### config.mk
export PLATFORM = sky130hd
export DESIGN_NAME = mmacc_feed_core
export DESIGN_NICKNAME = d
export VERILOG_FILES = /design/src/source/mmacc_feed_pkg.sv /design/src/source/mmacc_feed_core.sv /design/src/source/mmacc_feed_join.sv /design/src/source/mmacc_feed_read.sv /design/src/source/mmacc_feed_rot.sv
export SDC_FILE = /design/constraint.sdc
export NUM_CORES = 1
export LEC_CHECK = 0
export ABC_AREA = 1
export BUFFER_PORTS_ARGS = -buffer_cell sky130_fd_sc_hd__buf_4
export CAP_MARGIN = 10
export CORE_MARGIN = 5
export CORE_UTILIZATION = 57
export CTS_CLUSTER_DIAMETER = 120
export DETAILED_ROUTE_END_ITERATION = 10
export PLACE_DENSITY = 0.87
export SYNTH_ARGS = -nofsm -noshare
export SYNTH_HDL_FRONTEND = slang
export SYNTH_SLANG_ARGS = --single-unit
### constraint.sdc
create_clock -name clk -period 4.6 [get_ports clk]
set_clock_uncertainty 0.1 [all_clocks]
set_input_delay 0.46 -clock clk [delete_from_list [all_inputs] [get_ports clk]]
set_output_delay 0.46 -clock clk [all_outputs]
set_load 0.01 [all_outputs]
### src/source/mmacc_feed_pkg.sv
// Feed stage shared sizes
// Polynomial, chunk and GRAM geometry, coefficient width and modulus
// for the blind-rotation multiply-accumulate feed path

package mmacc_feed_pkg;

  // ============================================================
  // Polynomial geometry
  // ============================================================
  localparam int POLY_N       = 16;
  // k spans 0 to 2*POLY_N-1 for the negacyclic rotation
  localparam int ROT_W        = $clog2(2 * POLY_N);

  // ============================================================
  // GRAM organisation
  // ============================================================
  localparam int BANK_NB      = 4;
  localparam int LANE_W       = $clog2(BANK_NB);
  localparam int HALF_NB      = 2;
  localparam int HALF_BANK_NB = BANK_NB / HALF_NB;

  localparam int CHUNK_NB     = POLY_N / BANK_NB;
  localparam int CHUNK_W      = $clog2(CHUNK_NB);

  localparam int SLOT_NB      = 4;
  localparam int SLOT_W       = $clog2(SLOT_NB);

  // Address is slot * CHUNK_NB + chunk row
  localparam int GRAM_ADD_W   = SLOT_W + CHUNK_W;

  // Read enable to data return
  localparam int RAM_LATENCY  = 2;

  // ============================================================
  // Coefficients
  // ============================================================
  localparam int MOD_Q_W      = 16;
  localparam logic [MOD_Q_W-1:0] MOD_Q = MOD_Q_W'(65521);

  // ============================================================
  // Command word
  // ============================================================
  // k sits in the low bits, slot in the top bits
  localparam int MCMD_W       = 7;
  localparam int MCMD_ROT_LSB = 0;
  localparam int MCMD_SLOT_LSB = MCMD_W - SLOT_W;

endpackage

### src/source/mmacc_feed_core.sv
// Feed stage top
// Read controller, two rotation halves each owning a pair of GRAM
// banks, and the join that produces the data and CMUX difference

`timescale 1ns/1ps

module mmacc_feed_core (
  input  logic                                   clk,
  input  logic                                   arst_n_i,

  input  logic [mmacc_feed_pkg::MCMD_W-1:0]      in_mcmd_i,
  input  logic                                   in_mcmd_vld_i,
  output logic                                   in_mcmd_rdy_o,

  // GRAM read ports, per bank and per port
  output logic [mmacc_feed_pkg::BANK_NB-1:0][1:0]                                gram_rd_en_o,
  output logic [mmacc_feed_pkg::BANK_NB-1:0][1:0][mmacc_feed_pkg::GRAM_ADD_W-1:0] gram_rd_add_o,
  input  logic [mmacc_feed_pkg::BANK_NB-1:0][1:0][mmacc_feed_pkg::MOD_Q_W-1:0]    gram_rd_data_i,
  input  logic [mmacc_feed_pkg::BANK_NB-1:0][1:0]                                gram_rd_avail_i,

  output logic [mmacc_feed_pkg::BANK_NB-1:0][mmacc_feed_pkg::MOD_Q_W-1:0]        out_data_o,
  output logic [mmacc_feed_pkg::BANK_NB-1:0][mmacc_feed_pkg::MOD_Q_W-1:0]        out_diff_o,
  output logic [mmacc_feed_pkg::CHUNK_W-1:0]                                     out_chunk_o,
  output logic                                                                   out_avail_o
);

  // ============================================================
  // Read controller
  // ============================================================
  logic                                   step_vld;
  logic [mmacc_feed_pkg::SLOT_W-1:0]      step_slot;
  logic [mmacc_feed_pkg::CHUNK_W-1:0]     step_chunk;
  logic [mmacc_feed_pkg::ROT_W-1:0]       step_rot;

  mmacc_feed_read mmacc_feed_read_i (
    .clk           (clk),
    .arst_n_i      (arst_n_i),
    .in_mcmd_i     (in_mcmd_i),
    .in_mcmd_vld_i (in_mcmd_vld_i),
    .in_mcmd_rdy_o (in_mcmd_rdy_o),
    .step_vld_o    (step_vld),
    .step_slot_o   (step_slot),
    .step_chunk_o  (step_chunk),
    .step_rot_o    (step_rot)
  );

  // ============================================================
  // Rotation halves
  // ============================================================
  logic [mmacc_feed_pkg::HALF_NB-1:0]                                                    half_vld;
  logic [mmacc_feed_pkg::HALF_NB-1:0][mmacc_feed_pkg::HALF_BANK_NB-1:0][mmacc_feed_pkg::MOD_Q_W-1:0]
                                                                                         half_data;
  logic [mmacc_feed_pkg::HALF_NB-1:0][mmacc_feed_pkg::HALF_BANK_NB-1:0][mmacc_feed_pkg::MOD_Q_W-1:0]
                                                                                         half_rot;
  logic [mmacc_feed_pkg::HALF_NB-1:0][mmacc_feed_pkg::ROT_W-1:0]                         half_rot_k;
  logic [mmacc_feed_pkg::HALF_NB-1:0][mmacc_feed_pkg::CHUNK_W-1:0]                       half_chunk;

  for (genvar h = 0; h < mmacc_feed_pkg::HALF_NB; h++) begin : gen_half
    mmacc_feed_rot #(
      .HALF_ID (h)
    ) mmacc_feed_rot_i (
      .clk             (clk),
      .arst_n_i        (arst_n_i),
      .step_vld_i      (step_vld),
      .step_slot_i     (step_slot),
      .step_chunk_i    (step_chunk),
      .step_rot_i      (step_rot),
      .gram_rd_en_o    (gram_rd_en_o[h*mmacc_feed_pkg::HALF_BANK_NB +: mmacc_feed_pkg::HALF_BANK_NB]),
      .gram_rd_add_o   (gram_rd_add_o[h*mmacc_feed_pkg::HALF_BANK_NB +: mmacc_feed_pkg::HALF_BANK_NB]),
      .gram_rd_data_i  (gram_rd_data_i[h*mmacc_feed_pkg::HALF_BANK_NB +: mmacc_feed_pkg::HALF_BANK_NB]),
      .gram_rd_avail_i (gram_rd_avail_i[h*mmacc_feed_pkg::HALF_BANK_NB +: mmacc_feed_pkg::HALF_BANK_NB]),
      .half_vld_o      (half_vld[h]),
      .half_data_o     (half_data[h]),
      .half_rot_o      (half_rot[h]),
      .half_rot_k_o    (half_rot_k[h]),
      .half_chunk_o    (half_chunk[h])
    );
  end

  // ============================================================
  // Join
  // ============================================================
  // Control side info taken from the upper half
  mmacc_feed_join mmacc_feed_join_i (
    .clk          (clk),
    .arst_n_i     (arst_n_i),
    .half_vld_i   (half_vld),
    .half_data_i  (half_data),
    .half_rot_i   (half_rot),
    .half_rot_k_i (half_rot_k[mmacc_feed_pkg::HALF_NB-1]),
    .half_chunk_i (half_chunk[mmacc_feed_pkg::HALF_NB-1]),
    .out_data_o   (out_data_o),
    .out_diff_o   (out_diff_o),
    .out_chunk_o  (out_chunk_o),
    .out_avail_o  (out_avail_o)
  );

endmodule

### src/source/mmacc_feed_join.sv
// Feed join
// Gathers the rotated lanes of both halves into their final lane
// position (b + k) mod 4, then forms the CMUX difference
// rotated - original mod q. Outputs are registered.

`timescale 1ns/1ps

module mmacc_feed_join (
  input  logic                                   clk,
  input  logic                                   arst_n_i,

  input  logic [mmacc_feed_pkg::HALF_NB-1:0]     half_vld_i,
  input  logic [mmacc_feed_pkg::HALF_NB-1:0][mmacc_feed_pkg::HALF_BANK_NB-1:0][mmacc_feed_pkg::MOD_Q_W-1:0]
                                                 half_data_i,
  input  logic [mmacc_feed_pkg::HALF_NB-1:0][mmacc_feed_pkg::HALF_BANK_NB-1:0][mmacc_feed_pkg::MOD_Q_W-1:0]
                                                 half_rot_i,
  input  logic [mmacc_feed_pkg::ROT_W-1:0]       half_rot_k_i,
  input  logic [mmacc_feed_pkg::CHUNK_W-1:0]     half_chunk_i,

  output logic [mmacc_feed_pkg::BANK_NB-1:0][mmacc_feed_pkg::MOD_Q_W-1:0] out_data_o,
  output logic [mmacc_feed_pkg::BANK_NB-1:0][mmacc_feed_pkg::MOD_Q_W-1:0] out_diff_o,
  output logic [mmacc_feed_pkg::CHUNK_W-1:0]                              out_chunk_o,
  output logic                                                            out_avail_o
);

  // ============================================================
  // Lane rotation across halves
  // ============================================================
  // Flattened views, bank b = half * HALF_BANK_NB + index
  logic [mmacc_feed_pkg::BANK_NB-1:0][mmacc_feed_pkg::MOD_Q_W-1:0] data_lane;
  logic [mmacc_feed_pkg::BANK_NB-1:0][mmacc_feed_pkg::MOD_Q_W-1:0] rot_bank;
  logic [mmacc_feed_pkg::BANK_NB-1:0][mmacc_feed_pkg::MOD_Q_W-1:0] rot_lane;
  logic [mmacc_feed_pkg::BANK_NB-1:0][mmacc_feed_pkg::MOD_Q_W-1:0] diff_lane;

  assign data_lane = half_data_i;
  assign rot_bank  = half_rot_i;

  always_comb begin
    logic [mmacc_feed_pkg::LANE_W-1:0] src_bank;
    for (int m = 0; m < mmacc_feed_pkg::BANK_NB; m++) begin
      // Lane m is fed by bank (m - k) mod 4
      src_bank    = mmacc_feed_pkg::LANE_W'(m) - half_rot_k_i[mmacc_feed_pkg::LANE_W-1:0];
      rot_lane[m] = rot_bank[src_bank];
    end
  end

  // ============================================================
  // CMUX subtraction mod q
  // ============================================================
  always_comb begin
    logic [mmacc_feed_pkg::MOD_Q_W:0] sub;
    for (int m = 0; m < mmacc_feed_pkg::BANK_NB; m++) begin
      sub = {1'b0, rot_lane[m]} - {1'b0, data_lane[m]};
      // Borrow out means the result went negative
      if (sub[mmacc_feed_pkg::MOD_Q_W])
        diff_lane[m] = sub[mmacc_feed_pkg::MOD_Q_W-1:0] + mmacc_feed_pkg::MOD_Q;
      else
        diff_lane[m] = sub[mmacc_feed_pkg::MOD_Q_W-1:0];
    end
  end

  // ============================================================
  // Output register
  // ============================================================
  always_ff @(posedge clk or negedge arst_n_i) begin
    if (!arst_n_i) out_avail_o <= 1'b0;
    else           out_avail_o <= half_vld_i[0];
  end

  always_ff @(posedge clk) begin
    if (half_vld_i[0]) begin
      out_data_o  <= data_lane;
      out_diff_o  <= diff_lane;
      out_chunk_o <= half_chunk_i;
    end
  end

  // Both halves run in lockstep
  a_half_sync : assert property (
    @(posedge clk) disable iff (!arst_n_i)
    half_vld_i[0] == half_vld_i[1]
  ) else $error("feed_join: half valids disagree");

endmodule

### src/source/mmacc_feed_read.sv
// Feed read controller
// Accepts one feed command at a time and walks through the chunks
// of the addressed polynomial, one read step per cycle. Ready goes
// high again on the last step so commands can stream back to back.

`timescale 1ns/1ps

module mmacc_feed_read (
  input  logic                                   clk,
  input  logic                                   arst_n_i,

  input  logic [mmacc_feed_pkg::MCMD_W-1:0]      in_mcmd_i,
  input  logic                                   in_mcmd_vld_i,
  output logic                                   in_mcmd_rdy_o,

  output logic                                   step_vld_o,
  output logic [mmacc_feed_pkg::SLOT_W-1:0]      step_slot_o,
  output logic [mmacc_feed_pkg::CHUNK_W-1:0]     step_chunk_o,
  output logic [mmacc_feed_pkg::ROT_W-1:0]       step_rot_o
);

  // ============================================================
  // Signals
  // ============================================================
  logic                                   busy_q;
  logic [mmacc_feed_pkg::CHUNK_W-1:0]     chunk_q;
  logic [mmacc_feed_pkg::SLOT_W-1:0]      slot_q;
  logic [mmacc_feed_pkg::ROT_W-1:0]       rot_q;

  logic                                   last_step;
  logic                                   accept;
  logic [mmacc_feed_pkg::SLOT_W-1:0]      cmd_slot;
  logic [mmacc_feed_pkg::ROT_W-1:0]       cmd_rot;

  // ============================================================
  // Command decode and handshake
  // ============================================================
  assign cmd_rot  = in_mcmd_i[mmacc_feed_pkg::MCMD_ROT_LSB +: mmacc_feed_pkg::ROT_W];
  assign cmd_slot = in_mcmd_i[mmacc_feed_pkg::MCMD_SLOT_LSB +: mmacc_feed_pkg::SLOT_W];

  // Last chunk of the current polynomial is issued this cycle
  assign last_step = busy_q
                   && (chunk_q == mmacc_feed_pkg::CHUNK_W'(mmacc_feed_pkg::CHUNK_NB - 1));

  assign in_mcmd_rdy_o = ~busy_q | last_step;
  assign accept        = in_mcmd_vld_i & in_mcmd_rdy_o;

  // ============================================================
  // Chunk sequencer
  // ============================================================
  always_ff @(posedge clk or negedge arst_n_i) begin
    if (!arst_n_i) begin
      busy_q  <= 1'b0;
      chunk_q <= '0;
    end else begin
      if (accept) begin
        busy_q  <= 1'b1;
        chunk_q <= '0;
      end else if (last_step) begin
        busy_q  <= 1'b0;
        chunk_q <= '0;
      end else if (busy_q) begin
        chunk_q <= chunk_q + 1'b1;
      end
    end
  end

  // Slot and k held for the whole command
  always_ff @(posedge clk) begin
    if (accept) begin
      slot_q <= cmd_slot;
      rot_q  <= cmd_rot;
    end
  end

  assign step_vld_o   = busy_q;
  assign step_slot_o  = slot_q;
  assign step_chunk_o = chunk_q;
  assign step_rot_o   = rot_q;

  // ============================================================
  // Assertions
  // ============================================================
  // First step of a polynomial only right after an acceptance
  a_step_after_accept : assert property (
    @(posedge clk) disable iff (!arst_n_i)
    (step_vld_o && step_chunk_o == '0) |-> $past(accept)
  ) else $error("feed_read: step issued while idle");

  // An accepted command produces one step per chunk without holes
  a_steps_contiguous : assert property (
    @(posedge clk) disable iff (!arst_n_i)
    accept |=> step_vld_o [*mmacc_feed_pkg::CHUNK_NB]
  ) else $error("feed_read: step sequence broken");

endmodule

### src/source/mmacc_feed_rot.sv
// Feed rotation half
// Drives the GRAM reads of one pair of banks: port 0 fetches the
// plain chunk, port 1 fetches the coefficient that lands in the
// rotated lane. Returned port 1 data is negated mod q on wrap.

`timescale 1ns/1ps

module mmacc_feed_rot #(
  parameter int HALF_ID = 0
) (
  input  logic                                   clk,
  input  logic                                   arst_n_i,

  input  logic                                   step_vld_i,
  input  logic [mmacc_feed_pkg::SLOT_W-1:0]      step_slot_i,
  input  logic [mmacc_feed_pkg::CHUNK_W-1:0]     step_chunk_i,
  input  logic [mmacc_feed_pkg::ROT_W-1:0]       step_rot_i,

  output logic [mmacc_feed_pkg::HALF_BANK_NB-1:0][1:0]                                gram_rd_en_o,
  output logic [mmacc_feed_pkg::HALF_BANK_NB-1:0][1:0][mmacc_feed_pkg::GRAM_ADD_W-1:0] gram_rd_add_o,
  input  logic [mmacc_feed_pkg::HALF_BANK_NB-1:0][1:0][mmacc_feed_pkg::MOD_Q_W-1:0]    gram_rd_data_i,
  input  logic [mmacc_feed_pkg::HALF_BANK_NB-1:0][1:0]                                gram_rd_avail_i,

  output logic                                                              half_vld_o,
  output logic [mmacc_feed_pkg::HALF_BANK_NB-1:0][mmacc_feed_pkg::MOD_Q_W-1:0] half_data_o,
  output logic [mmacc_feed_pkg::HALF_BANK_NB-1:0][mmacc_feed_pkg::MOD_Q_W-1:0] half_rot_o,
  output logic [mmacc_feed_pkg::ROT_W-1:0]                                  half_rot_k_o,
  output logic [mmacc_feed_pkg::CHUNK_W-1:0]                                half_chunk_o
);

  // ============================================================
  // Address generation
  // ============================================================
  logic [mmacc_feed_pkg::HALF_BANK_NB-1:0] rot_sign;

  always_comb begin
    logic [mmacc_feed_pkg::LANE_W-1:0] lane;
    logic [mmacc_feed_pkg::ROT_W-1:0]  src;
    for (int i = 0; i < mmacc_feed_pkg::HALF_BANK_NB; i++) begin
      // Output lane served by this bank for the current k
      lane = mmacc_feed_pkg::LANE_W'(HALF_ID * mmacc_feed_pkg::HALF_BANK_NB + i)
           + step_rot_i[mmacc_feed_pkg::LANE_W-1:0];
      // Source index mod 2N, upper half means X^N wrap
      src  = mmacc_feed_pkg::ROT_W'({step_chunk_i, lane}) - step_rot_i;

      gram_rd_en_o[i]     = {2{step_vld_i}};
      gram_rd_add_o[i][0] = {step_slot_i, step_chunk_i};
      gram_rd_add_o[i][1] = {step_slot_i, src[mmacc_feed_pkg::LANE_W +: mmacc_feed_pkg::CHUNK_W]};
      rot_sign[i]         = src[mmacc_feed_pkg::ROT_W-1];
    end
  end

  // ============================================================
  // Read latency alignment
  // ============================================================
  logic [mmacc_feed_pkg::RAM_LATENCY-1:0]                                   dly_vld;
  logic [mmacc_feed_pkg::RAM_LATENCY-1:0][mmacc_feed_pkg::HALF_BANK_NB-1:0] dly_sign;
  logic [mmacc_feed_pkg::RAM_LATENCY-1:0][mmacc_feed_pkg::ROT_W-1:0]        dly_rot;
  logic [mmacc_feed_pkg::RAM_LATENCY-1:0][mmacc_feed_pkg::CHUNK_W-1:0]      dly_chunk;
  logic                                                                     ret_vld;

  always_ff @(posedge clk or negedge arst_n_i) begin
    if (!arst_n_i) begin
      dly_vld <= '0;
    end else begin
      dly_vld[0] <= step_vld_i;
      for (int s = 1; s < mmacc_feed_pkg::RAM_LATENCY; s++) dly_vld[s] <= dly_vld[s-1];
    end
  end

  // Side info of up to RAM_LATENCY steps in flight
  always_ff @(posedge clk) begin
    dly_sign[0]  <= rot_sign;
    dly_rot[0]   <= step_rot_i;
    dly_chunk[0] <= step_chunk_i;
    for (int s = 1; s < mmacc_feed_pkg::RAM_LATENCY; s++) begin
      dly_sign[s]  <= dly_sign[s-1];
      dly_rot[s]   <= dly_rot[s-1];
      dly_chunk[s] <= dly_chunk[s-1];
    end
  end

  assign ret_vld = dly_vld[mmacc_feed_pkg::RAM_LATENCY-1];

  // ============================================================
  // Sign correction and output register
  // ============================================================
  always_ff @(posedge clk or negedge arst_n_i) begin
    if (!arst_n_i) half_vld_o <= 1'b0;
    else           half_vld_o <= ret_vld;
  end

  always_ff @(posedge clk) begin
    if (ret_vld) begin
      for (int i = 0; i < mmacc_feed_pkg::HALF_BANK_NB; i++) begin
        half_data_o[i] <= gram_rd_data_i[i][0];
        // -x mod q, zero stays zero
        if (dly_sign[mmacc_feed_pkg::RAM_LATENCY-1][i] && gram_rd_data_i[i][1] != '0)
          half_rot_o[i] <= mmacc_feed_pkg::MOD_Q - gram_rd_data_i[i][1];
        else
          half_rot_o[i] <= gram_rd_data_i[i][1];
      end
      half_rot_k_o <= dly_rot[mmacc_feed_pkg::RAM_LATENCY-1];
      half_chunk_o <= dly_chunk[mmacc_feed_pkg::RAM_LATENCY-1];
    end
  end

  // GRAM must answer exactly RAM_LATENCY cycles after each enable
  a_avail_latency : assert property (
    @(posedge clk) disable iff (!arst_n_i)
    gram_rd_avail_i == {(2 * mmacc_feed_pkg::HALF_BANK_NB){ret_vld}}
  ) else $error("feed_rot %0d: read data avail misaligned", HALF_ID);

endmodule

==> impl_metrics.tcl, run 1 <==
set metrics [dict create \
    cts_buffer_depth 3 \
    r2r_setup_slack_ns 0.63 \
    arrival_ns 4.18 \
    core_area_mm2 0.0313 \
    finalSetupViolCount 0 \
    worstSetupStartpointType "flop" \
    antenna_found_initial 0 \
    cts_tree "done" \
    slew-limit-headroom 0.425 \
    cts_buffers 30 \
    finalCritPeriodShare 0.862 \
    seq_area_frac_synth 0.477 \
    fmax_mhz 252 \
    syn_avg_cell_area_um2 8.39 \
    outcome "complete, no violations" \
    postRouteAntennaNets 0 \
    slew_violations 0 \
    grt_first_pass_wirelength_mm 77.0 \
    clk_pin_slew_ns 0.06 \
    synth_area_mm2 0.0180 \
    row_count 65 \
    min_from "in_mcmd_vld_i" \
    drv_cap 0 \
    hold_viol 0 \
    clock-sinks 292 \
    syn_inst 2142 \
    r2r-start "gen_half[1].mmacc_feed_rot_i.half_rot_k_o[0]" \
    ys.flop_type "edfxtp_1" \
    drive_above_1_share 0.180 \
    grt_use_total 0.270 \
    vias_per_cell 5.28 \
    start_util 0.574 \
    postCtsSetupRepairBufs 0 \
    diodes 0 \
    ys_async_sr_fraction 0.0240 \
    yosys_warnings 0 \
    drc 0 \
    ys_seq_elements 292 \
    wire_per_inst_um 16.6 \
    hold_depth 3 \
    r2r-end "mmacc_feed_join_i.out_diff_o[27]" \
    clkLatencyLatePin_ns 0.56 \
    synth-edff-count 269 \
    criticalPathCategory "reg -> reg" \
    place_congestion 0.955 \
    crit_fanout 128 \
    die_x_um 188 \
    fin_nets 2743 \
    final_common_cell "nand2_1" \
    setup.worst_path.end_class "flop" \
    vias 15495 \
    worstPathRequired_ns 4.81 \
    synth_fp_nets 2377 \
    syn2layout_area_growth_pct 24.5 \
    htreeDepth 1 \
    rsz0062_at_grt "false" \
    cts_resized 0 \
    wl_mm 48.7 \
    min_period_ns 3.97 \
    setup-tns-final_ns 0 \
    worst_pin_slew_ns 0.862 \
    ioPinCount 318 \
    final_cell_mix "nand2_1 (624), inv_1 (347), buf_4 (315), edfxtp_1 (269), o21ai_0 (154)" \
    grt_max_degree 132 \
    overflow 0 \
    grt_pass1_vias 15046 \
    min_path_type "in -> reg" \
    die_area_mm2 0.0352 \
    hold_end "mmacc_feed_read_i.step_vld_o" \
    die_h_um 188 \
    synth_cell_types 44 \
    root_buffer "clkbuf_16" \
    reg2regPathDepth 16 \
    dp_hpwl_mm 36.6 \
    drt_iter0_markers 1259 \
    dr.pass1.iters 8 \
    io_buffers 309 \
]
==> registers in the layout (all words and copies together) (netlist names) <==
name / flops
gen_half.mmacc_feed_rot_i.half_data_o: 64
gen_half.mmacc_feed_rot_i.half_chunk_o: 2
gen_half.mmacc_feed_rot_i.half_rot_k_o: 2
mmacc_feed_read_i.step_vld_o: 1
mmacc_feed_read_i.step_chunk_o: 2
mmacc_feed_join_i.out_data_o: 64
mmacc_feed_read_i.step_slot_o: 2
gen_half.mmacc_feed_rot_i.dly_chunk: 4
gen_half.mmacc_feed_rot_i.half_rot_o: 64
mmacc_feed_read_i.step_rot_o: 5
mmacc_feed_join_i.out_chunk_o: 2
mmacc_feed_join_i.out_diff_o: 64
gen_half.mmacc_feed_rot_i.half_vld_o: 1
gen_half.mmacc_feed_rot_i.dly_sign: 8
gen_half.mmacc_feed_rot_i.dly_rot: 4
mmacc_feed_join_i.out_avail_o: 1
gen_half.mmacc_feed_rot_i.dly_vld: 2
==> cell families (layout without fill, tap and decap cells) <==
family | Yosys count | after routing | share of synthesized area
xor+xnor | 101 | 101 | 0.0492
fa+ha+maj | 89 | 89 | 0.0640
simple gates | 1018 | 1018 | 0.248
buf+inv | 419 | 809 | 0.0936
compound gates | 223 | 223 | 0.0686
flops | 292 | 292 | 0.477
==> synth_stat cells (28+ instances only) <==
cell type / n / area share
nand2_1: 624 / 0.13
a21oi_1: 41 / 0.011
edfxtp_1: 269 / 0.45
nand4_1: 35 / 0.012
xnor2_1: 31 / 0.015
ha_1: 84 / 0.058
inv_1: 347 / 0.072
o21ai_0: 154 / 0.043
buf_4: 28 / 0.012
nand2_2: 31 / 0.011
nand3_1: 104 / 0.029
xor2_1: 70 / 0.034
nor2_1: 132 / 0.028
==> per-stage QoR <==
stage / instance area (um2) / std cells / setup slack [ns] / hold WS (ns) / util
2_1_floorplan: 18000 / 2142 / 1.03 / 0.0644 / -
6_report: 22400 / 2934 / 0.635 / 0.0675 / 0.715
4_1_cts: 22400 / 2934 / 0.734 / 0.00826 / 0.715
3_3_place_gp: 20600 / 2802 / 0.898 / 0.177 / 0.657
3_5_place_dp: 20600 / 2802 / 0.803 / 0.178 / 0.657
5_1_grt: 22400 / 2934 / 0.423 / 0.0378 / 0.715
==> how the worst max path moves through the flow <==
stage / from / endpoint / slack [ns] / cells past startpoint
2_1_floorplan: gen_half[0].mmacc_feed_rot_i.dly_vld[1] / gen_half[0].mmacc_feed_rot_i.half_data_o[0] / 1.03 / 0
3_3_place_gp: gen_half[1].mmacc_feed_rot_i.half_rot_k_o[0] / mmacc_feed_join_i.out_diff_o[27] / 0.90 / 16
3_5_place_dp: gen_half[1].mmacc_feed_rot_i.half_rot_k_o[0] / mmacc_feed_join_i.out_diff_o[27] / 0.80 / 16
4_1_cts: gen_half[1].mmacc_feed_rot_i.half_rot_k_o[0] / mmacc_feed_join_i.out_diff_o[27] / 0.73 / 16
5_1_grt: gen_half[1].mmacc_feed_rot_i.half_rot_k_o[0] / mmacc_feed_join_i.out_diff_o[10] / 0.42 / 16
6_report: gen_half[1].mmacc_feed_rot_i.half_rot_k_o[0] / mmacc_feed_join_i.out_diff_o[27] / 0.63 / 16
==> cell type report <==
cell class,instances,area [um2]
timing repair buffer,393,3170
sequential,292,8580
clock inverter,15,153
clock buffer,41,906
multi-input combinational,1431,7720
tap,402,503
fill,2193,8930
inverter,360,1350
==> what timing repair did <==
item | CTS | global route
setup endpoints to repair | 0 | 0
hold buffers | 76 | 0
hold endpoints to repair | 82 | 0
==> critical path: stages, from the launching register on <==
cell      delay, ns
edfxtp_1       0.45
buf_12         0.37
o21ai_0        0.28
o21ai_0        0.46
ha_1           0.23
inv_1          0.07
fa_1           0.42
xnor2_1        0.35
nor2_1         0.10
nand3_1        0.09
nand2_1        0.07
nor2_2         0.15
nand3_2        0.14
nor2_4         0.18
inv_2          0.05
o21bai_2       0.11
nand2_1        0.06
==> metal layers <==
layer	track usage	vias up	share of wire
li1	-	7625	-
met1	0.351	7083	0.41
met2	0.459	683	0.48
met3	0.0517	104	0.085
met4	0.0844	0	0.031
met5	0	-	0
Power of run 1 is not shown: default switching activity piles up to over one toggle a cycle in this logic, so the estimate is an artifact.
==> run 2: changes to the inputs <==
--- a/config.mk
+++ b/config.mk
@@ -5,14 +5,13 @@
 export SDC_FILE = /design/constraint.sdc
 export NUM_CORES = 1
 export LEC_CHECK = 0
-export ABC_AREA = 1
 export BUFFER_PORTS_ARGS = -buffer_cell sky130_fd_sc_hd__buf_4
 export CAP_MARGIN = 10
 export CORE_MARGIN = 5
 export CORE_UTILIZATION = 57
 export CTS_CLUSTER_DIAMETER = 120
 export DETAILED_ROUTE_END_ITERATION = 10
-export PLACE_DENSITY = 0.87
+export PLACE_DENSITY = 0.88
 export SYNTH_ARGS = -nofsm -noshare
 export SYNTH_HDL_FRONTEND = slang
 export SYNTH_SLANG_ARGS = --single-unit
==> impl_metrics.tcl, run 2 <==
set metrics [dict create \
    outcome "complete, no violations" \
    path_cells "buf_4, buf_4, buf_6, mux4_2, ha_1, o21a_1, o211ai_1, a31o_2, o311a_1, a21oi_1, buf_4, a32oi_1, a22oi_1, xnor2_1" \
    min_period_ns 4.44 \
    synth-edff-count 269 \
    leakage_uw 0.00884 \
    setup-tns-final_ns 0 \
    yosys_warnings 0 \
    placed_cells 1973 \
    synthAdderAreaFrac 0.0685 \
    clockPowerShare 0.123 \
    cp_slowest_cell "a21oi_1" \
    layout.cells.non_filler 2117 \
    worstSetupStartpointType "flop" \
    power.share.sequential 0.277 \
    synth_xor_area_frac 0.0887 \
    slew-limit-headroom 0.384 \
    ys_top_cells_by_area "edfxtp_1 (48%), mux4_2 (8.6%), ha_1 (6.3%)" \
    crit_fanout 23 \
    synth_top_family_by_area "simple AND/OR/NAND/NOR gates" \
    cts_buffers 31 \
    p_int_uw 11600 \
    worst_pin_slew_ns 0.925 \
    die_h_um 182 \
    synthMuxAreaShare 0.0905 \
    seq_area_frac_synth 0.511 \
    vias 12496 \
    p_sw_uw 8370 \
    hold_viol 0 \
    finalCritPeriodShare 0.965 \
    syn2layout_area_growth_pct 26.8 \
    grt_max_degree 132 \
    min_path_type "in -> reg" \
    synth_fp_nets 1565 \
    drive_above_1_share 0.283 \
    clk_pin_slew_ns 0.06 \
    synth_largest_area_cell "edfxtp_1" \
    cts_tree "done" \
    power_uw 19900 \
    ys_async_sr_fraction 0.0240 \
    drt_iter0_markers 1281 \
    setup.worst_path.end_class "flop" \
    ioPinCount 318 \
    fin_nets 1943 \
    antenna_found_initial 1 \
    drv_cap 0 \
    synth_area_mm2 0.0168 \
    syn_avg_cell_area_um2 12.6 \
    synth.top_cell.area_share 0.481 \
    ys_seq_elements 292 \
    core_area_mm2 0.0289 \
    holdWs_ns 0.0956 \
    syn_inst 1330 \
    crit_path_max_incr_delay_ns 0.60 \
    grt_pass1_vias 12301 \
    postRouteAntennaNets 0 \
    ys_top_cells_by_count "edfxtp_1 (269), inv_1 (109), xor2_1 (85)" \
    clkLatencyLatePin_ns 0.58 \
    criticalPathCategory "reg -> reg" \
    drc 0 \
    place_ws_ns 0.177 \
    ys.flop_type "edfxtp_1" \
    cts_buffer_depth 3 \
    worst_slack_ns 0.162 \
    synth_most_common_cell "edfxtp_1" \
    fmax_mhz 225 \
    finalSetupViolCount 0 \
    slew_violations 0 \
    worstPathRequired_ns 4.82 \
    dr.pass1.iters 6 \
    vias_per_cell 5.90 \
    synth_simple_gate_area_share 0.101 \
    power.density_mw_per_mm2 937 \
    overflow 0 \
    htreeDepth 1 \
    arrival_ns 4.66 \
    start_util 0.580 \
    dp_hpwl_mm 32.4 \
    final_cell_mix "buf_4 (326), edfxtp_1 (269), inv_1 (109), xor2_1 (85), ha_1 (84)" \
    pwr-share-comb 0.601 \
    cpMostUsedCell "buf_4" \
    clock-sinks 292 \
    root_buffer "clkbuf_16" \
    peakVddDrop_v 0.000464 \
    wire_per_inst_um 20.8 \
    grt_first_pass_wirelength_mm 67.7 \
    die_area_mm2 0.0330 \
    p_sw_frac 0.420 \
    synth-compound-area-share 0.0949 \
    grt_use_total 0.258 \
    io_buffers 309 \
    row_count 62 \
    final_common_cell "buf_4" \
    die_x_um 182 \
    synth_cell_types 94 \
    rsz0062_at_grt "false" \
    place_congestion 0.925 \
    wl_mm 44.1 \
]
-- run 2: cell count changes after synthesis, sizes merged, moves of 14 or more --
| cell | change |
|---|---|
| nand4 | -20 |
| nand2b | +28 |
| a41oi | +14 |
| nand2 | -593 |
| nor2 | -78 |
| xor2 | +15 |
| mux4 | +64 |
| inv | -250 |
| a21oi | +16 |
| o21ai | -116 |
| nand3b | -14 |
| xnor2 | +48 |
| nand3 | -84 |
-- run 2: final timing paths --
| check | slack (ns) | depth (start not counted) | endpoint | from |
|---|---|---|---|---|
| max in group asynchronous | 4.14 | 2 | gen_half[0].mmacc_feed_rot_i.half_vld_o | arst_n_i |
| min in group asynchronous | 0.13 | 2 | gen_half[0].mmacc_feed_rot_i.dly_vld[1] | arst_n_i |
| min | 0.1 | 2 | gen_half[0].mmacc_feed_rot_i.half_rot_o[16] | gram_rd_data_i[48] |
| max | 0.16 | 14 | mmacc_feed_join_i.out_diff_o[37] | gen_half[1].mmacc_feed_rot_i.half_rot_k_o[0] |
| max reg2reg | 0.16 | 14 | mmacc_feed_join_i.out_diff_o[37] | gen_half[1].mmacc_feed_rot_i.half_rot_k_o[0] |
| min reg2reg | 0.23 | 0 | gen_half[1].mmacc_feed_rot_i.dly_rot[6] | gen_half[1].mmacc_feed_rot_i.dly_rot[1] |
-- run 2: through the flow --
step / area, um2 / utilization
6_report: 21300 / 0.736
5_1_grt: 21300 / 0.736
4_1_cts: 21200 / 0.732
3_5_place_dp: 19400 / 0.671
3_3_place_gp: 19400 / 0.671
2_1_floorplan: 16800 / -
-- run 2: layer usage --
layer	vias up	global-route usage	part of all wire
met5	-	0	0
met4	0	0.0895	0.042
met3	110	0.0482	0.085
met2	647	0.456	0.51
met1	6012	0.320	0.36
li1	5727	-	-
-- run 2: repair_timing --
item,4_1_cts,5_1_grt
hold endpoints to repair,83,0
buffers inserted,0,4
hold buffers,77,0
endpoints found under the setup margin,0,18
gates resized for setup,0,7
-- run 2: cells by family (layout without fill, tap and decap cells) --
| logic type | count (synthesis) | after routing |
|---|---|---|
| AO/OA/AOI/OAI | 228 | 228 |
| XOR/XNOR | 166 | 166 |
| adder cells (fa/ha/maj) | 89 | 89 |
| buffers and inverters | 172 | 574 |
| flip-flops | 292 | 292 |
| multiplexers | 71 | 71 |
| other | 0 | 1 |
| AND/OR/NAND/NOR | 312 | 312 |
-- run 2: layout make-up --
| cell class | count | area, um2 |
|---|---|---|
| Antenna cell | 1 | 2.50 |
| Inverter | 109 | 409 |
| Timing Repair Buffer | 408 | 3310 |
| Multi-Input combinational cell | 866 | 7510 |
| Clock buffer | 38 | 802 |
| Fill cell | 1784 | 7640 |
| Tap cell | 384 | 480 |
| Sequential cell | 292 | 8580 |
| Clock inverter | 19 | 194 |
-- run 2: critical path, delay by kind of cell, from the launching register on --
family	cells	cell delay, ns
buffers and inverters	4	0.81
xor gates and xnor gates	1	0.11
muxes	1	0.56
DFF	1	0.44
AOI/OAI and AO/OA	7	1.76
adders and majority gates	1	0.39
-- run 2: power groups by stage --
| stage | sequential, uW | combinational (uW) | clock [uW] |
|---|---|---|---|
| 2_1_floorplan | 5700 | 8070 | 0 |
| 3_3_place_gp | 5500 | 11100 | 0 |
| 3_5_place_dp | 5560 | 11500 | 0 |
| 4_1_cts | 5510 | 11700 | 2470 |
| 5_1_grt | 5630 | 13000 | 2610 |
| 6_report | 5520 | 12000 | 2440 |
No activity file was read; power rests on OpenSTA's default activity.
